$ cat config.mk
export PLATFORM = sky130hd
export DESIGN_NAME = pipeline_cpu
export DESIGN_NICKNAME = d
export VERILOG_FILES = /design/src/source/cpu_pkg.sv /design/src/source/fetch_unit.sv /design/src/source/reg_file.sv /design/src/source/decode_stage.sv /design/src/source/execute_stage.sv /design/src/source/mem_wb_stage.sv /design/src/source/pipeline_cpu.sv
export SDC_FILE = /design/constraint.sdc
export NUM_CORES = 2
export LEC_CHECK = 0
export BUFFER_PORTS_ARGS = -buffer_cell sky130_fd_sc_hd__buf_2
export CAP_MARGIN = 30
export CORE_UTILIZATION = 45
export DETAILED_ROUTE_END_ITERATION = 12
export PLACE_DENSITY_LB_ADDON = 0.1
export SLEW_MARGIN = 20
export SYNTH_ARGS = -nofsm -noshare
export SYNTH_HDL_FRONTEND = slang
export SYNTH_SLANG_ARGS = --single-unit
$ cat constraint.sdc
create_clock -name clk -period 9.6 [get_ports clk]
set_clock_uncertainty 0.15 [all_clocks]
set_input_delay 2.4 -clock clk [delete_from_list [all_inputs] [get_ports clk]]
set_output_delay 2.4 -clock clk [all_outputs]
set_load 0.01 [all_outputs]
$ cat src/source/cpu_pkg.sv
package cpu_pkg;

    localparam int unsigned xlen       = 32;
    localparam int unsigned reg_addr_w = 5;

    localparam logic [xlen-1:0] reset_pc  = 32'h0000_0000;
    // all-zero word decodes as an rtype with no known funct, so it does nothing
    localparam logic [xlen-1:0] nop_instr = 32'h0000_0000;

    typedef enum logic [5:0] {
        op_rtype = 6'h00,
        op_j     = 6'h02,
        op_beq   = 6'h04,
        op_addi  = 6'h08,
        op_lw    = 6'h23,
        op_sw    = 6'h2b
    } opcode_e;

    typedef enum logic [5:0] {
        fn_add = 6'h20,
        fn_sub = 6'h22,
        fn_and = 6'h24,
        fn_or  = 6'h25,
        fn_slt = 6'h2a
    } funct_e;

    typedef enum logic [2:0] {
        alu_add,
        alu_sub,
        alu_and,
        alu_or,
        alu_slt
    } alu_op_e;

    typedef struct packed {
        logic                  valid;
        logic                  reg_we;
        logic                  mem_rd;
        logic                  mem_wr;
        logic                  b_imm;
        alu_op_e               alu_op;
        logic [reg_addr_w-1:0] rd;
        logic [xlen-1:0]       op_a;
        logic [xlen-1:0]       op_b;
        logic [xlen-1:0]       imm;
    } id_ex_t;

    typedef struct packed {
        logic                  valid;
        logic                  reg_we;
        logic                  mem_rd;
        logic                  mem_wr;
        logic [reg_addr_w-1:0] rd;
        logic [xlen-1:0]       alu_result;
        logic [xlen-1:0]       store_data;
    } ex_mem_t;

    typedef struct packed {
        logic                  reg_we;
        logic                  mem_rd;
        logic [reg_addr_w-1:0] rd;
        logic [xlen-1:0]       alu_result;
        logic [xlen-1:0]       load_data;
    } mem_wb_t;

    // one later stage as seen by the decode forwarding logic
    typedef struct packed {
        logic                  we;
        logic                  mem_rd;
        logic [reg_addr_w-1:0] rd;
        logic [xlen-1:0]       data;
    } fwd_src_t;

endpackage

$ cat src/source/fetch_unit.sv
module fetch_unit (
    input  logic                     clk,
    input  logic                     arst_n,
    input  logic                     stall,
    input  logic                     redirect,
    input  logic [cpu_pkg::xlen-1:0] redirect_pc,
    input  logic [cpu_pkg::xlen-1:0] imem_rdata,
    output logic [cpu_pkg::xlen-1:0] imem_addr,
    output logic [cpu_pkg::xlen-1:0] fetch_instr,
    output logic [cpu_pkg::xlen-1:0] fetch_pc_plus4
);

    logic [cpu_pkg::xlen-1:0] pc;
    logic [cpu_pkg::xlen-1:0] pc_plus4;

    assign imem_addr = pc;
    assign pc_plus4  = pc + 32'd4;

    // redirect is never raised together with stall by decode
    always_ff @(posedge clk or negedge arst_n) begin
        if (!arst_n) begin
            pc <= cpu_pkg::reset_pc;
        end else if (redirect) begin
            pc <= redirect_pc;
        end else if (!stall) begin
            pc <= pc_plus4;
        end
    end

    // fetch/decode register, squashed after a taken branch or jump
    always_ff @(posedge clk or negedge arst_n) begin
        if (!arst_n) begin
            fetch_instr <= cpu_pkg::nop_instr;
        end else if (redirect) begin
            fetch_instr <= cpu_pkg::nop_instr;
        end else if (!stall) begin
            fetch_instr <= imem_rdata;
        end
    end

    always_ff @(posedge clk) begin
        if (!stall) begin
            fetch_pc_plus4 <= pc_plus4;
        end
    end

endmodule

$ cat src/source/reg_file.sv
module reg_file (
    input  logic                           clk,
    input  logic                           arst_n,
    input  logic [cpu_pkg::reg_addr_w-1:0] rs_addr,
    input  logic [cpu_pkg::reg_addr_w-1:0] rt_addr,
    input  logic [cpu_pkg::reg_addr_w-1:0] wr_addr,
    input  logic                           wr_en,
    input  logic [cpu_pkg::xlen-1:0]       wr_data,
    output logic [cpu_pkg::xlen-1:0]       rs_data,
    output logic [cpu_pkg::xlen-1:0]       rt_data
);

    logic [cpu_pkg::xlen-1:0] regs [1:31];

    // register 0 is hardwired, a same-cycle write is passed straight through
    function automatic logic [cpu_pkg::xlen-1:0] read_port(
        input logic [cpu_pkg::reg_addr_w-1:0] addr
    );
        if (addr == '0) begin
            return '0;
        end else if (wr_en && wr_addr == addr) begin
            return wr_data;
        end
        return regs[addr];
    endfunction

    always_comb begin
        rs_data = read_port(rs_addr);
        rt_data = read_port(rt_addr);
    end

    always_ff @(posedge clk or negedge arst_n) begin
        if (!arst_n) begin
            for (int i = 1; i < 32; i++) begin
                regs[i] <= '0;
            end
        end else if (wr_en && wr_addr != '0) begin
            regs[wr_addr] <= wr_data;
        end
    end

endmodule

$ cat src/source/decode_stage.sv
module decode_stage (
    input  logic                           clk,
    input  logic                           arst_n,
    input  logic [cpu_pkg::xlen-1:0]       fetch_instr,
    input  logic [cpu_pkg::xlen-1:0]       fetch_pc_plus4,
    input  logic [cpu_pkg::xlen-1:0]       rs_data,
    input  logic [cpu_pkg::xlen-1:0]       rt_data,
    input  cpu_pkg::fwd_src_t              ex_fwd,
    input  cpu_pkg::fwd_src_t              mem_fwd,
    output logic [cpu_pkg::reg_addr_w-1:0] rs_addr,
    output logic [cpu_pkg::reg_addr_w-1:0] rt_addr,
    output logic                           stall,
    output logic                           redirect,
    output logic [cpu_pkg::xlen-1:0]       redirect_pc,
    output cpu_pkg::id_ex_t                id_ex
);

    cpu_pkg::opcode_e               opcode;
    cpu_pkg::funct_e                funct;
    cpu_pkg::alu_op_e               alu_op;
    cpu_pkg::id_ex_t                id_ex_d;
    logic [cpu_pkg::reg_addr_w-1:0] dest;
    logic [cpu_pkg::xlen-1:0]       imm_ext;
    logic [cpu_pkg::xlen-1:0]       rs_val;
    logic [cpu_pkg::xlen-1:0]       rt_val;
    logic [cpu_pkg::xlen-1:0]       branch_target;
    logic [cpu_pkg::xlen-1:0]       jump_target;
    logic                           valid_op;
    logic                           reg_we;
    logic                           mem_rd;
    logic                           mem_wr;
    logic                           b_imm;
    logic                           use_rs;
    logic                           use_rt;
    logic                           is_beq;
    logic                           is_j;
    logic                           taken;

    assign opcode  = cpu_pkg::opcode_e'(fetch_instr[31:26]);
    assign funct   = cpu_pkg::funct_e'(fetch_instr[5:0]);
    assign rs_addr = fetch_instr[25:21];
    assign rt_addr = fetch_instr[20:16];
    assign imm_ext = {{16{fetch_instr[15]}}, fetch_instr[15:0]};

    always_comb begin
        valid_op = 1'b0;
        reg_we   = 1'b0;
        mem_rd   = 1'b0;
        mem_wr   = 1'b0;
        b_imm    = 1'b0;
        use_rs   = 1'b0;
        use_rt   = 1'b0;
        is_beq   = 1'b0;
        is_j     = 1'b0;
        alu_op   = cpu_pkg::alu_add;
        dest     = rt_addr;
        case (opcode)
            cpu_pkg::op_rtype: begin
                dest     = fetch_instr[15:11];
                valid_op = 1'b1;
                reg_we   = 1'b1;
                use_rs   = 1'b1;
                use_rt   = 1'b1;
                case (funct)
                    cpu_pkg::fn_add: alu_op = cpu_pkg::alu_add;
                    cpu_pkg::fn_sub: alu_op = cpu_pkg::alu_sub;
                    cpu_pkg::fn_and: alu_op = cpu_pkg::alu_and;
                    cpu_pkg::fn_or:  alu_op = cpu_pkg::alu_or;
                    cpu_pkg::fn_slt: alu_op = cpu_pkg::alu_slt;
                    default: begin
                        // unknown funct, including the bubble word
                        valid_op = 1'b0;
                        reg_we   = 1'b0;
                        use_rs   = 1'b0;
                        use_rt   = 1'b0;
                    end
                endcase
            end
            cpu_pkg::op_addi: begin
                valid_op = 1'b1;
                reg_we   = 1'b1;
                b_imm    = 1'b1;
                use_rs   = 1'b1;
            end
            cpu_pkg::op_lw: begin
                valid_op = 1'b1;
                reg_we   = 1'b1;
                mem_rd   = 1'b1;
                b_imm    = 1'b1;
                use_rs   = 1'b1;
            end
            cpu_pkg::op_sw: begin
                valid_op = 1'b1;
                mem_wr   = 1'b1;
                b_imm    = 1'b1;
                use_rs   = 1'b1;
                use_rt   = 1'b1;
            end
            cpu_pkg::op_beq: begin
                is_beq = 1'b1;
                use_rs = 1'b1;
                use_rt = 1'b1;
            end
            cpu_pkg::op_j: begin
                is_j = 1'b1;
            end
            default: ;
        endcase
    end

    // execute first (not a load), then memory, then the register file
    function automatic logic [cpu_pkg::xlen-1:0] forward(
        input logic [cpu_pkg::reg_addr_w-1:0] addr,
        input logic [cpu_pkg::xlen-1:0]       rf_data
    );
        if (addr == '0) begin
            return rf_data;
        end else if (ex_fwd.we && !ex_fwd.mem_rd && ex_fwd.rd == addr) begin
            return ex_fwd.data;
        end else if (mem_fwd.we && mem_fwd.rd == addr) begin
            return mem_fwd.data;
        end
        return rf_data;
    endfunction

    always_comb begin
        rs_val = forward(rs_addr, rs_data);
        rt_val = forward(rt_addr, rt_data);
    end

    // load in execute feeding this instruction
    assign stall = ex_fwd.we && ex_fwd.mem_rd && ex_fwd.rd != '0
                   && ((use_rs && ex_fwd.rd == rs_addr) || (use_rt && ex_fwd.rd == rt_addr));

    assign branch_target = fetch_pc_plus4 + {imm_ext[29:0], 2'b00};
    assign jump_target   = {fetch_pc_plus4[31:28], fetch_instr[25:0], 2'b00};
    assign taken         = is_beq && (rs_val == rt_val);
    assign redirect      = !stall && (taken || is_j);
    assign redirect_pc   = is_j ? jump_target : branch_target;

    always_comb begin
        id_ex_d.valid  = valid_op;
        id_ex_d.reg_we = reg_we;
        id_ex_d.mem_rd = mem_rd;
        id_ex_d.mem_wr = mem_wr;
        id_ex_d.b_imm  = b_imm;
        id_ex_d.alu_op = alu_op;
        id_ex_d.rd     = dest;
        id_ex_d.op_a   = rs_val;
        id_ex_d.op_b   = rt_val;
        id_ex_d.imm    = imm_ext;
    end

    always_ff @(posedge clk or negedge arst_n) begin
        if (!arst_n) begin
            id_ex <= '0;
        end else if (stall) begin
            id_ex <= '0;
        end else begin
            id_ex <= id_ex_d;
        end
    end

endmodule

$ cat src/source/execute_stage.sv
module execute_stage (
    input  logic                     clk,
    input  logic                     arst_n,
    input  cpu_pkg::id_ex_t          id_ex,
    output cpu_pkg::ex_mem_t         ex_mem,
    output logic [cpu_pkg::xlen-1:0] ex_result
);

    logic [cpu_pkg::xlen-1:0] alu_a;
    logic [cpu_pkg::xlen-1:0] alu_b;
    logic                     less;

    assign alu_a = id_ex.op_a;
    assign alu_b = id_ex.b_imm ? id_ex.imm : id_ex.op_b;
    assign less  = $signed(alu_a) < $signed(alu_b);

    // wrapping arithmetic, no overflow trap
    always_comb begin
        case (id_ex.alu_op)
            cpu_pkg::alu_add: ex_result = alu_a + alu_b;
            cpu_pkg::alu_sub: ex_result = alu_a - alu_b;
            cpu_pkg::alu_and: ex_result = alu_a & alu_b;
            cpu_pkg::alu_or:  ex_result = alu_a | alu_b;
            cpu_pkg::alu_slt: ex_result = {{(cpu_pkg::xlen-1){1'b0}}, less};
            default:          ex_result = alu_a + alu_b;
        endcase
    end

    always_ff @(posedge clk or negedge arst_n) begin
        if (!arst_n) begin
            ex_mem <= '0;
        end else begin
            ex_mem.valid      <= id_ex.valid;
            ex_mem.reg_we     <= id_ex.reg_we;
            ex_mem.mem_rd     <= id_ex.mem_rd;
            ex_mem.mem_wr     <= id_ex.mem_wr;
            ex_mem.rd         <= id_ex.rd;
            ex_mem.alu_result <= ex_result;
            // rt value, already forwarded in decode
            ex_mem.store_data <= id_ex.op_b;
        end
    end

endmodule

$ cat src/source/mem_wb_stage.sv
module mem_wb_stage (
    input  logic                           clk,
    input  logic                           arst_n,
    input  cpu_pkg::ex_mem_t               ex_mem,
    input  logic [cpu_pkg::xlen-1:0]       dmem_rdata,
    output logic [cpu_pkg::xlen-1:0]       dmem_addr,
    output logic [cpu_pkg::xlen-1:0]       dmem_wdata,
    output logic                           dmem_we,
    output logic [cpu_pkg::reg_addr_w-1:0] wb_addr,
    output logic [cpu_pkg::xlen-1:0]       wb_data,
    output logic                           wb_en
);

    cpu_pkg::mem_wb_t mem_wb;

    // data memory reads combinationally, writes on the clock edge
    assign dmem_addr  = ex_mem.alu_result;
    assign dmem_wdata = ex_mem.store_data;
    assign dmem_we    = ex_mem.valid && ex_mem.mem_wr;

    always_ff @(posedge clk or negedge arst_n) begin
        if (!arst_n) begin
            mem_wb <= '0;
        end else begin
            mem_wb.reg_we     <= ex_mem.valid && ex_mem.reg_we;
            mem_wb.mem_rd     <= ex_mem.mem_rd;
            mem_wb.rd         <= ex_mem.rd;
            mem_wb.alu_result <= ex_mem.alu_result;
            mem_wb.load_data  <= dmem_rdata;
        end
    end

    assign wb_addr = mem_wb.rd;
    assign wb_en   = mem_wb.reg_we;
    assign wb_data = mem_wb.mem_rd ? mem_wb.load_data : mem_wb.alu_result;

endmodule

$ cat src/source/pipeline_cpu.sv
module pipeline_cpu (
    input  logic                     clk,
    input  logic                     arst_n,
    input  logic [cpu_pkg::xlen-1:0] imem_rdata,
    input  logic [cpu_pkg::xlen-1:0] dmem_rdata,
    output logic [cpu_pkg::xlen-1:0] imem_addr,
    output logic [cpu_pkg::xlen-1:0] dmem_addr,
    output logic [cpu_pkg::xlen-1:0] dmem_wdata,
    output logic                     dmem_we
);

    logic [cpu_pkg::xlen-1:0]       fetch_instr;
    logic [cpu_pkg::xlen-1:0]       fetch_pc_plus4;
    logic                           stall;
    logic                           redirect;
    logic [cpu_pkg::xlen-1:0]       redirect_pc;
    logic [cpu_pkg::reg_addr_w-1:0] rs_addr;
    logic [cpu_pkg::reg_addr_w-1:0] rt_addr;
    logic [cpu_pkg::xlen-1:0]       rs_data;
    logic [cpu_pkg::xlen-1:0]       rt_data;
    logic [cpu_pkg::reg_addr_w-1:0] wb_addr;
    logic [cpu_pkg::xlen-1:0]       wb_data;
    logic                           wb_en;
    logic [cpu_pkg::xlen-1:0]       ex_result;
    cpu_pkg::id_ex_t                id_ex;
    cpu_pkg::ex_mem_t               ex_mem;
    cpu_pkg::fwd_src_t              ex_fwd;
    cpu_pkg::fwd_src_t              mem_fwd;

    // execute result is the live ALU output
    assign ex_fwd.we     = id_ex.valid && id_ex.reg_we;
    assign ex_fwd.mem_rd = id_ex.mem_rd;
    assign ex_fwd.rd     = id_ex.rd;
    assign ex_fwd.data   = ex_result;

    // memory stage result picks the load data for a lw
    assign mem_fwd.we     = ex_mem.valid && ex_mem.reg_we;
    assign mem_fwd.mem_rd = ex_mem.mem_rd;
    assign mem_fwd.rd     = ex_mem.rd;
    assign mem_fwd.data   = ex_mem.mem_rd ? dmem_rdata : ex_mem.alu_result;

    fetch_unit i_fetch (
        .clk            (clk),
        .arst_n         (arst_n),
        .stall          (stall),
        .redirect       (redirect),
        .redirect_pc    (redirect_pc),
        .imem_rdata     (imem_rdata),
        .imem_addr      (imem_addr),
        .fetch_instr    (fetch_instr),
        .fetch_pc_plus4 (fetch_pc_plus4)
    );

    decode_stage i_decode (
        .clk            (clk),
        .arst_n         (arst_n),
        .fetch_instr    (fetch_instr),
        .fetch_pc_plus4 (fetch_pc_plus4),
        .rs_data        (rs_data),
        .rt_data        (rt_data),
        .ex_fwd         (ex_fwd),
        .mem_fwd        (mem_fwd),
        .rs_addr        (rs_addr),
        .rt_addr        (rt_addr),
        .stall          (stall),
        .redirect       (redirect),
        .redirect_pc    (redirect_pc),
        .id_ex          (id_ex)
    );

    reg_file i_reg_file (
        .clk     (clk),
        .arst_n  (arst_n),
        .rs_addr (rs_addr),
        .rt_addr (rt_addr),
        .wr_addr (wb_addr),
        .wr_en   (wb_en),
        .wr_data (wb_data),
        .rs_data (rs_data),
        .rt_data (rt_data)
    );

    execute_stage i_execute (
        .clk       (clk),
        .arst_n    (arst_n),
        .id_ex     (id_ex),
        .ex_mem    (ex_mem),
        .ex_result (ex_result)
    );

    mem_wb_stage i_mem_wb (
        .clk        (clk),
        .arst_n     (arst_n),
        .ex_mem     (ex_mem),
        .dmem_rdata (dmem_rdata),
        .dmem_addr  (dmem_addr),
        .dmem_wdata (dmem_wdata),
        .dmem_we    (dmem_we),
        .wb_addr    (wb_addr),
        .wb_data    (wb_data),
        .wb_en      (wb_en)
    );

endmodule

# == After elaboration in Yosys (flattened, before gate mapping) ==
# Cells that the tools add are included.
# totals
register_bits,1341
latch_bits,0
mem_bits_rw,0
romBits,0
inputBits,66
out_inout_bits,97
wordCells,181
mem_count,0
# classes
addsub,4
multipliers,0
div,0
n_lt_le_gt_ge,5
n_eq_ne,22
shifts,0
mux,56
bitwise_logic,5
n_reduce_logical,33
# ops
op,count
992-bit bitwise mux,1
32-bit 2-to-1 mux,27
32-bit binary-select mux with 5-bit select,2
32-bit demux with 5-bit select,1
32-bit case mux with 4 select lines,1
109-bit 2-to-1 mux,1
32-bit adder,2
6-bit equality test (second input constant),7
32-bit by 3-bit adder with 32-bit output (second input constant),1
32-bit bitwise AND,1
32-bit equality test,1
32-bit less-than comparator,1
32-bit bitwise OR,1
32-bit subtractor,1
5-bit equality test,6
1-bit logical AND,19
6-bit greater-or-equal comparator (second input constant),3
5-bit inverter with 6-bit output,3
1-bit 2-to-1 mux,16
3-bit case mux with 4 select lines,1
5-bit zero test,2
5-bit nonzero test,2
1-bit case mux with 2 select lines,4
3-bit by 2-bit equality test with 1-bit output (second input constant),2
16 further kinds,19

# == Depth between registers and ports, before layout ==
# logic_depth
depth_word,12
depth_mapped,24
depth_no_buf,19

# == Modules after synthesis ==
# A second synthesis with hierarchy kept.
# hier_totals
cells_unflattened,6450
hier_area_um2,76540.9
# by_module_without_submodules
module,n_inst,cells_per_inst,area_each_um2,seq_area_each_um2
reg_file,1,4079,54197.0,24823.8
execute_stage,1,876,7274.5,1826.8
decode_stage,1,852,7005.5,2327.2
fetch_unit,1,427,4655.7,2562.5
mem_wb_stage,1,178,2851.5,1776.7
pipeline_cpu,1,38,556.8,0.0

# == Least setup slack after synthesis ==
# No wires, ideal clock.
# synth_path
path_kind,register to register
startpoint,"reg, netlist name i_decode.id_ex[104]"
endpoint,reg i_fetch.pc (netlist bit i_fetch.imem_addr[4])
setup_ns,0.123
arrival_time_ns,5.094
t_required_ns,9.327
slack_ns,4.233
path_stages_with_launch,22
n_path_buf,5
period_less_slack_ns,5.367
path_cell_list,dfrtp_1 > clkbuf_1 > clkbuf_1 > mux2i_1 > ha_1 > buf_2 > a21o_1 > a21oi_2 > a21oi_1 > o31ai_1 > o21bai_1 > xnor2_1 > o221a_2 > a2111o_1 > a32o_1 > nor4_1 > and4_1 > buf_4 > and2_1 > buf_6 > mux2_1 > o221a_2
# synth_lines
element,line,source
"end signal, assigned",fetch_unit.sv:22,pc <= cpu_pkg::reset_pc;
"end signal, assigned",fetch_unit.sv:24,pc <= redirect_pc;
"end signal, assigned",fetch_unit.sv:26,pc <= pc_plus4;
"end, declared",fetch_unit.sv:13,logic [cpu_pkg::xlen-1:0] pc;

==> impl_metrics.toml <==
[pwr]
pwr-share-clk = 0.421
power_switching_mw = 4.44
powerDensity_mw_per_mm2 = 180
p_leak_nw = 35.5
p_seq_frac = 0.416
power.internal_mw = 10.3
swShare = 0.302
peakVddDrop_mv = 0.215
p_comb_frac = 0.163

[timing]
finalCritPeriodShare = 0.837
setup_viol = 0
slew_headroom = 0.167
fmax_ghz = 0.124
worstMarginPinSlew_ns = 1.25
rsz0062_at_grt = "false"
finalHoldViolCount = 0
setup_tns_ns = 0
drv_slew = 0
layout_min_cycle_time_ns = 8.03

[floorplan]
placementRows = 147
coreArea_mm2 = 0.161
die_h_um = 406
die_w_um = 406
dieArea_mm2 = 0.165
start_util = 0.456
ios = 163

[cts]
cts_tree = "yes"
cts_max_level = 4
ctsLongestPathBuffers = 3
cts.clk_slew.worst_paths_ns = 0.06
hold_buffers = 0
cts.sinks = 1325
cts-root-buf = "clkbuf_16"
cts_buffers = 153
post_cts_buffers = 0
cts_resized = 0
clk_latency_ns = 0.82

[setup_path]
critPathKind = "flip-flop to flip-flop"
r2r_start = "i_decode.id_ex[104]"
crit_fanout = 22
worstSetupStartpointType = "flip-flop"
endpoint_kind = "flip-flop"
r2r_cells = 17
worstPathArrival_ns = 8.58
cp-startpoint = "i_decode.id_ex[104]"
required_ns = 10.14

[route]
firstDrtPassIters = 8
wl_per_cell_um = 29.8
dr.first_iter.drc_count = 5786
routed_wl_um = 273000
vias_per_cell = 6.30
via_count = 57700
drc_errors = 0
ant_nets = 0

[yosys]
yosysMostFrequentCell = "dfrtp_1"
syn_area_per_cell_um2 = 10.4
yosysTopAreaCell = "dfrtp_1"
synth_top_area_frac = 0.440
synth-edff-count = 32
async_flop_share = 0.976
ys_ff_latch = 1325
synthTopCellsByArea = "dfrtp_1, mux4_2, a21oi_1, o21ai_0, nor2_1"
yosys_most_used_dff = "dfrtp_1"
yosysWarnings = 0
synth_nets = 7239
synth_cell_types = 103
synthCells = 7039
synthesis.area_mm2 = 0.0735
yosysSeqAreaShare = 0.453
synth_common_cells = "dfrtp_1, nor2_1, nand2_1"

[global_route]
antenna_found_initial = 7
grt_pass1_wl_um = 401000
grt_start_max_net_pins = 183
grt_pass1_vias = 56400
grt_use_total = 0.334
busiest_layer = "met2"
gr-total-overflow = 0
use_met2 = 0.523
gr-usage-met3 = 0.0601
grt_use_met1 = 0.463

[min_path]
min_path_type = "flip-flop to flip-flop"
worstHoldPathCells = 0
hold_start = "i_decode.id_ex[105]"

[cells_and_area]
layout-drive-gt1-share = 0.190
final_core_util = 0.507
fin_nets = 7074
area_delta_synth_final_pct = 11.2

[place]
io_buffer_count = 162
gp_congestion = 0.942
hpwl_um = 180000

[run]
maxCapViolations = 0

[status]
outcome = "complete, no violations"
-- metrics by stage --
stage | setup slack (ns) | power [mW] | hold WS [ns] | area (um2) | std cells
6_report | 1.57 | 14.7 | 0.206 | 81700 | 9160
5_1_grt | 1.17 | 15.2 | 0.213 | 81700 | 9159
4_1_cts | 1.56 | 14.8 | 0.210 | 81600 | 9150
3_5_place_dp | 1.60 | 8.57 | 0.198 | 76200 | 8872
3_3_place_gp | 1.72 | 8.55 | 0.184 | 75700 | 8846
2_1_floorplan | 4.23 | 7.59 | 0.181 | 73500 | 7039
-- cell usage in the layout (no fill, tap or decap), types with 36 or more instances in the layout --
master and instances:
a221oi_1 36, nor2_1 766, clkbuf_8 36, nor3_1 56, buf_2 165, a22o_1 79, xnor2_1 84, o22ai_1 57
dfrtp_1 1281, o21ai_0 622, clkbuf_16 153, a211oi_1 43, nand3_1 85, a21oi_1 758, ha_1 131, nand2_1 745
a21o_1 38, buf_4 141, and2_1 55, mux4_2 492, mux2i_1 118, inv_1 118, mux2_2 89
-- critical path: stages, from the launching register on --
cell and delay [ns]:
dfrtp_1 0.76, buf_4 0.31, and2_1 0.73, a21oi_1 0.19, ha_1 0.69, nand2_1 0.28
nor4_1 0.60, and4_1 0.35, nor2_1 0.11, o211ai_1 0.19, a21oi_1 0.11, a2111oi_2 0.64
o2bb2ai_1 0.21, a31oi_2 0.15, nor3b_2 0.91, nand2_1 0.86, and3_1 0.48, o22a_1 0.17
-- cells by family after synthesis --
logic type,count (synthesis),synth area share
xor+xnor,112,0.0133
simple gates,1929,0.110
compound gates,2009,0.164
buf+inv,797,0.0512
flops,1325,0.453
fa+ha+maj,134,0.0231
mux,733,0.185
-- layout make-up --
class / count / area, um2
tap: 2160 / 2700
multi-input combinational: 4917 / 37000
clock inverter: 60 / 916
inverter: 127 / 482
timing repair buffer: 350 / 2830
clock buffer: 218 / 4430
antenna: 3 / 7.51
fill: 14600 / 79600
sequential: 1325 / 33300
-- sequential cells by signal (all words and copies together) (netlist names) --
signal / cells
i_mem_wb.wb_en: 1
i_mem_wb.wb_addr: 5
i_execute.ex_mem: 73
i_decode.id_ex: 93
i_fetch.fetch_pc_plus4: 32
i_fetch.imem_addr: 32
i_fetch.fetch_instr: 32
i_reg_file.regs: 992
i_mem_wb.mem_wb: 65
-- metal layers --
metal,part of all wire,wire length (um)
met5,0.00080,218
met4,0.041,11200
met3,0.076,20600
met2,0.46,126000
met1,0.42,115000
-- path summary, 6_finish.rpt --
check                      slack, ns                     to
setup / recovery                1.57  i_fetch.imem_addr[20]
hold / removal                  0.21   i_execute.ex_mem[69]
setup reg to reg                1.57  i_fetch.imem_addr[20]
hold reg to reg                 0.21   i_execute.ex_mem[69]
max in group asynchronous       6.01   i_reg_file.regs[441]
min in group asynchronous       1.44    i_reg_file.regs[95]
-- power by group through the flow --
stage | logic [mW] | registers, mW | clock network (mW)
after floorplan | 1.52 | 6.08 | 0
after global placement | 2.34 | 6.21 | 0
after detailed placement | 2.36 | 6.21 | 0
after CTS | 2.37 | 6.11 | 6.28
after global routing | 2.58 | 6.13 | 6.50
final | 2.40 | 6.12 | 6.19
Power figures use the tool's default switching activity.
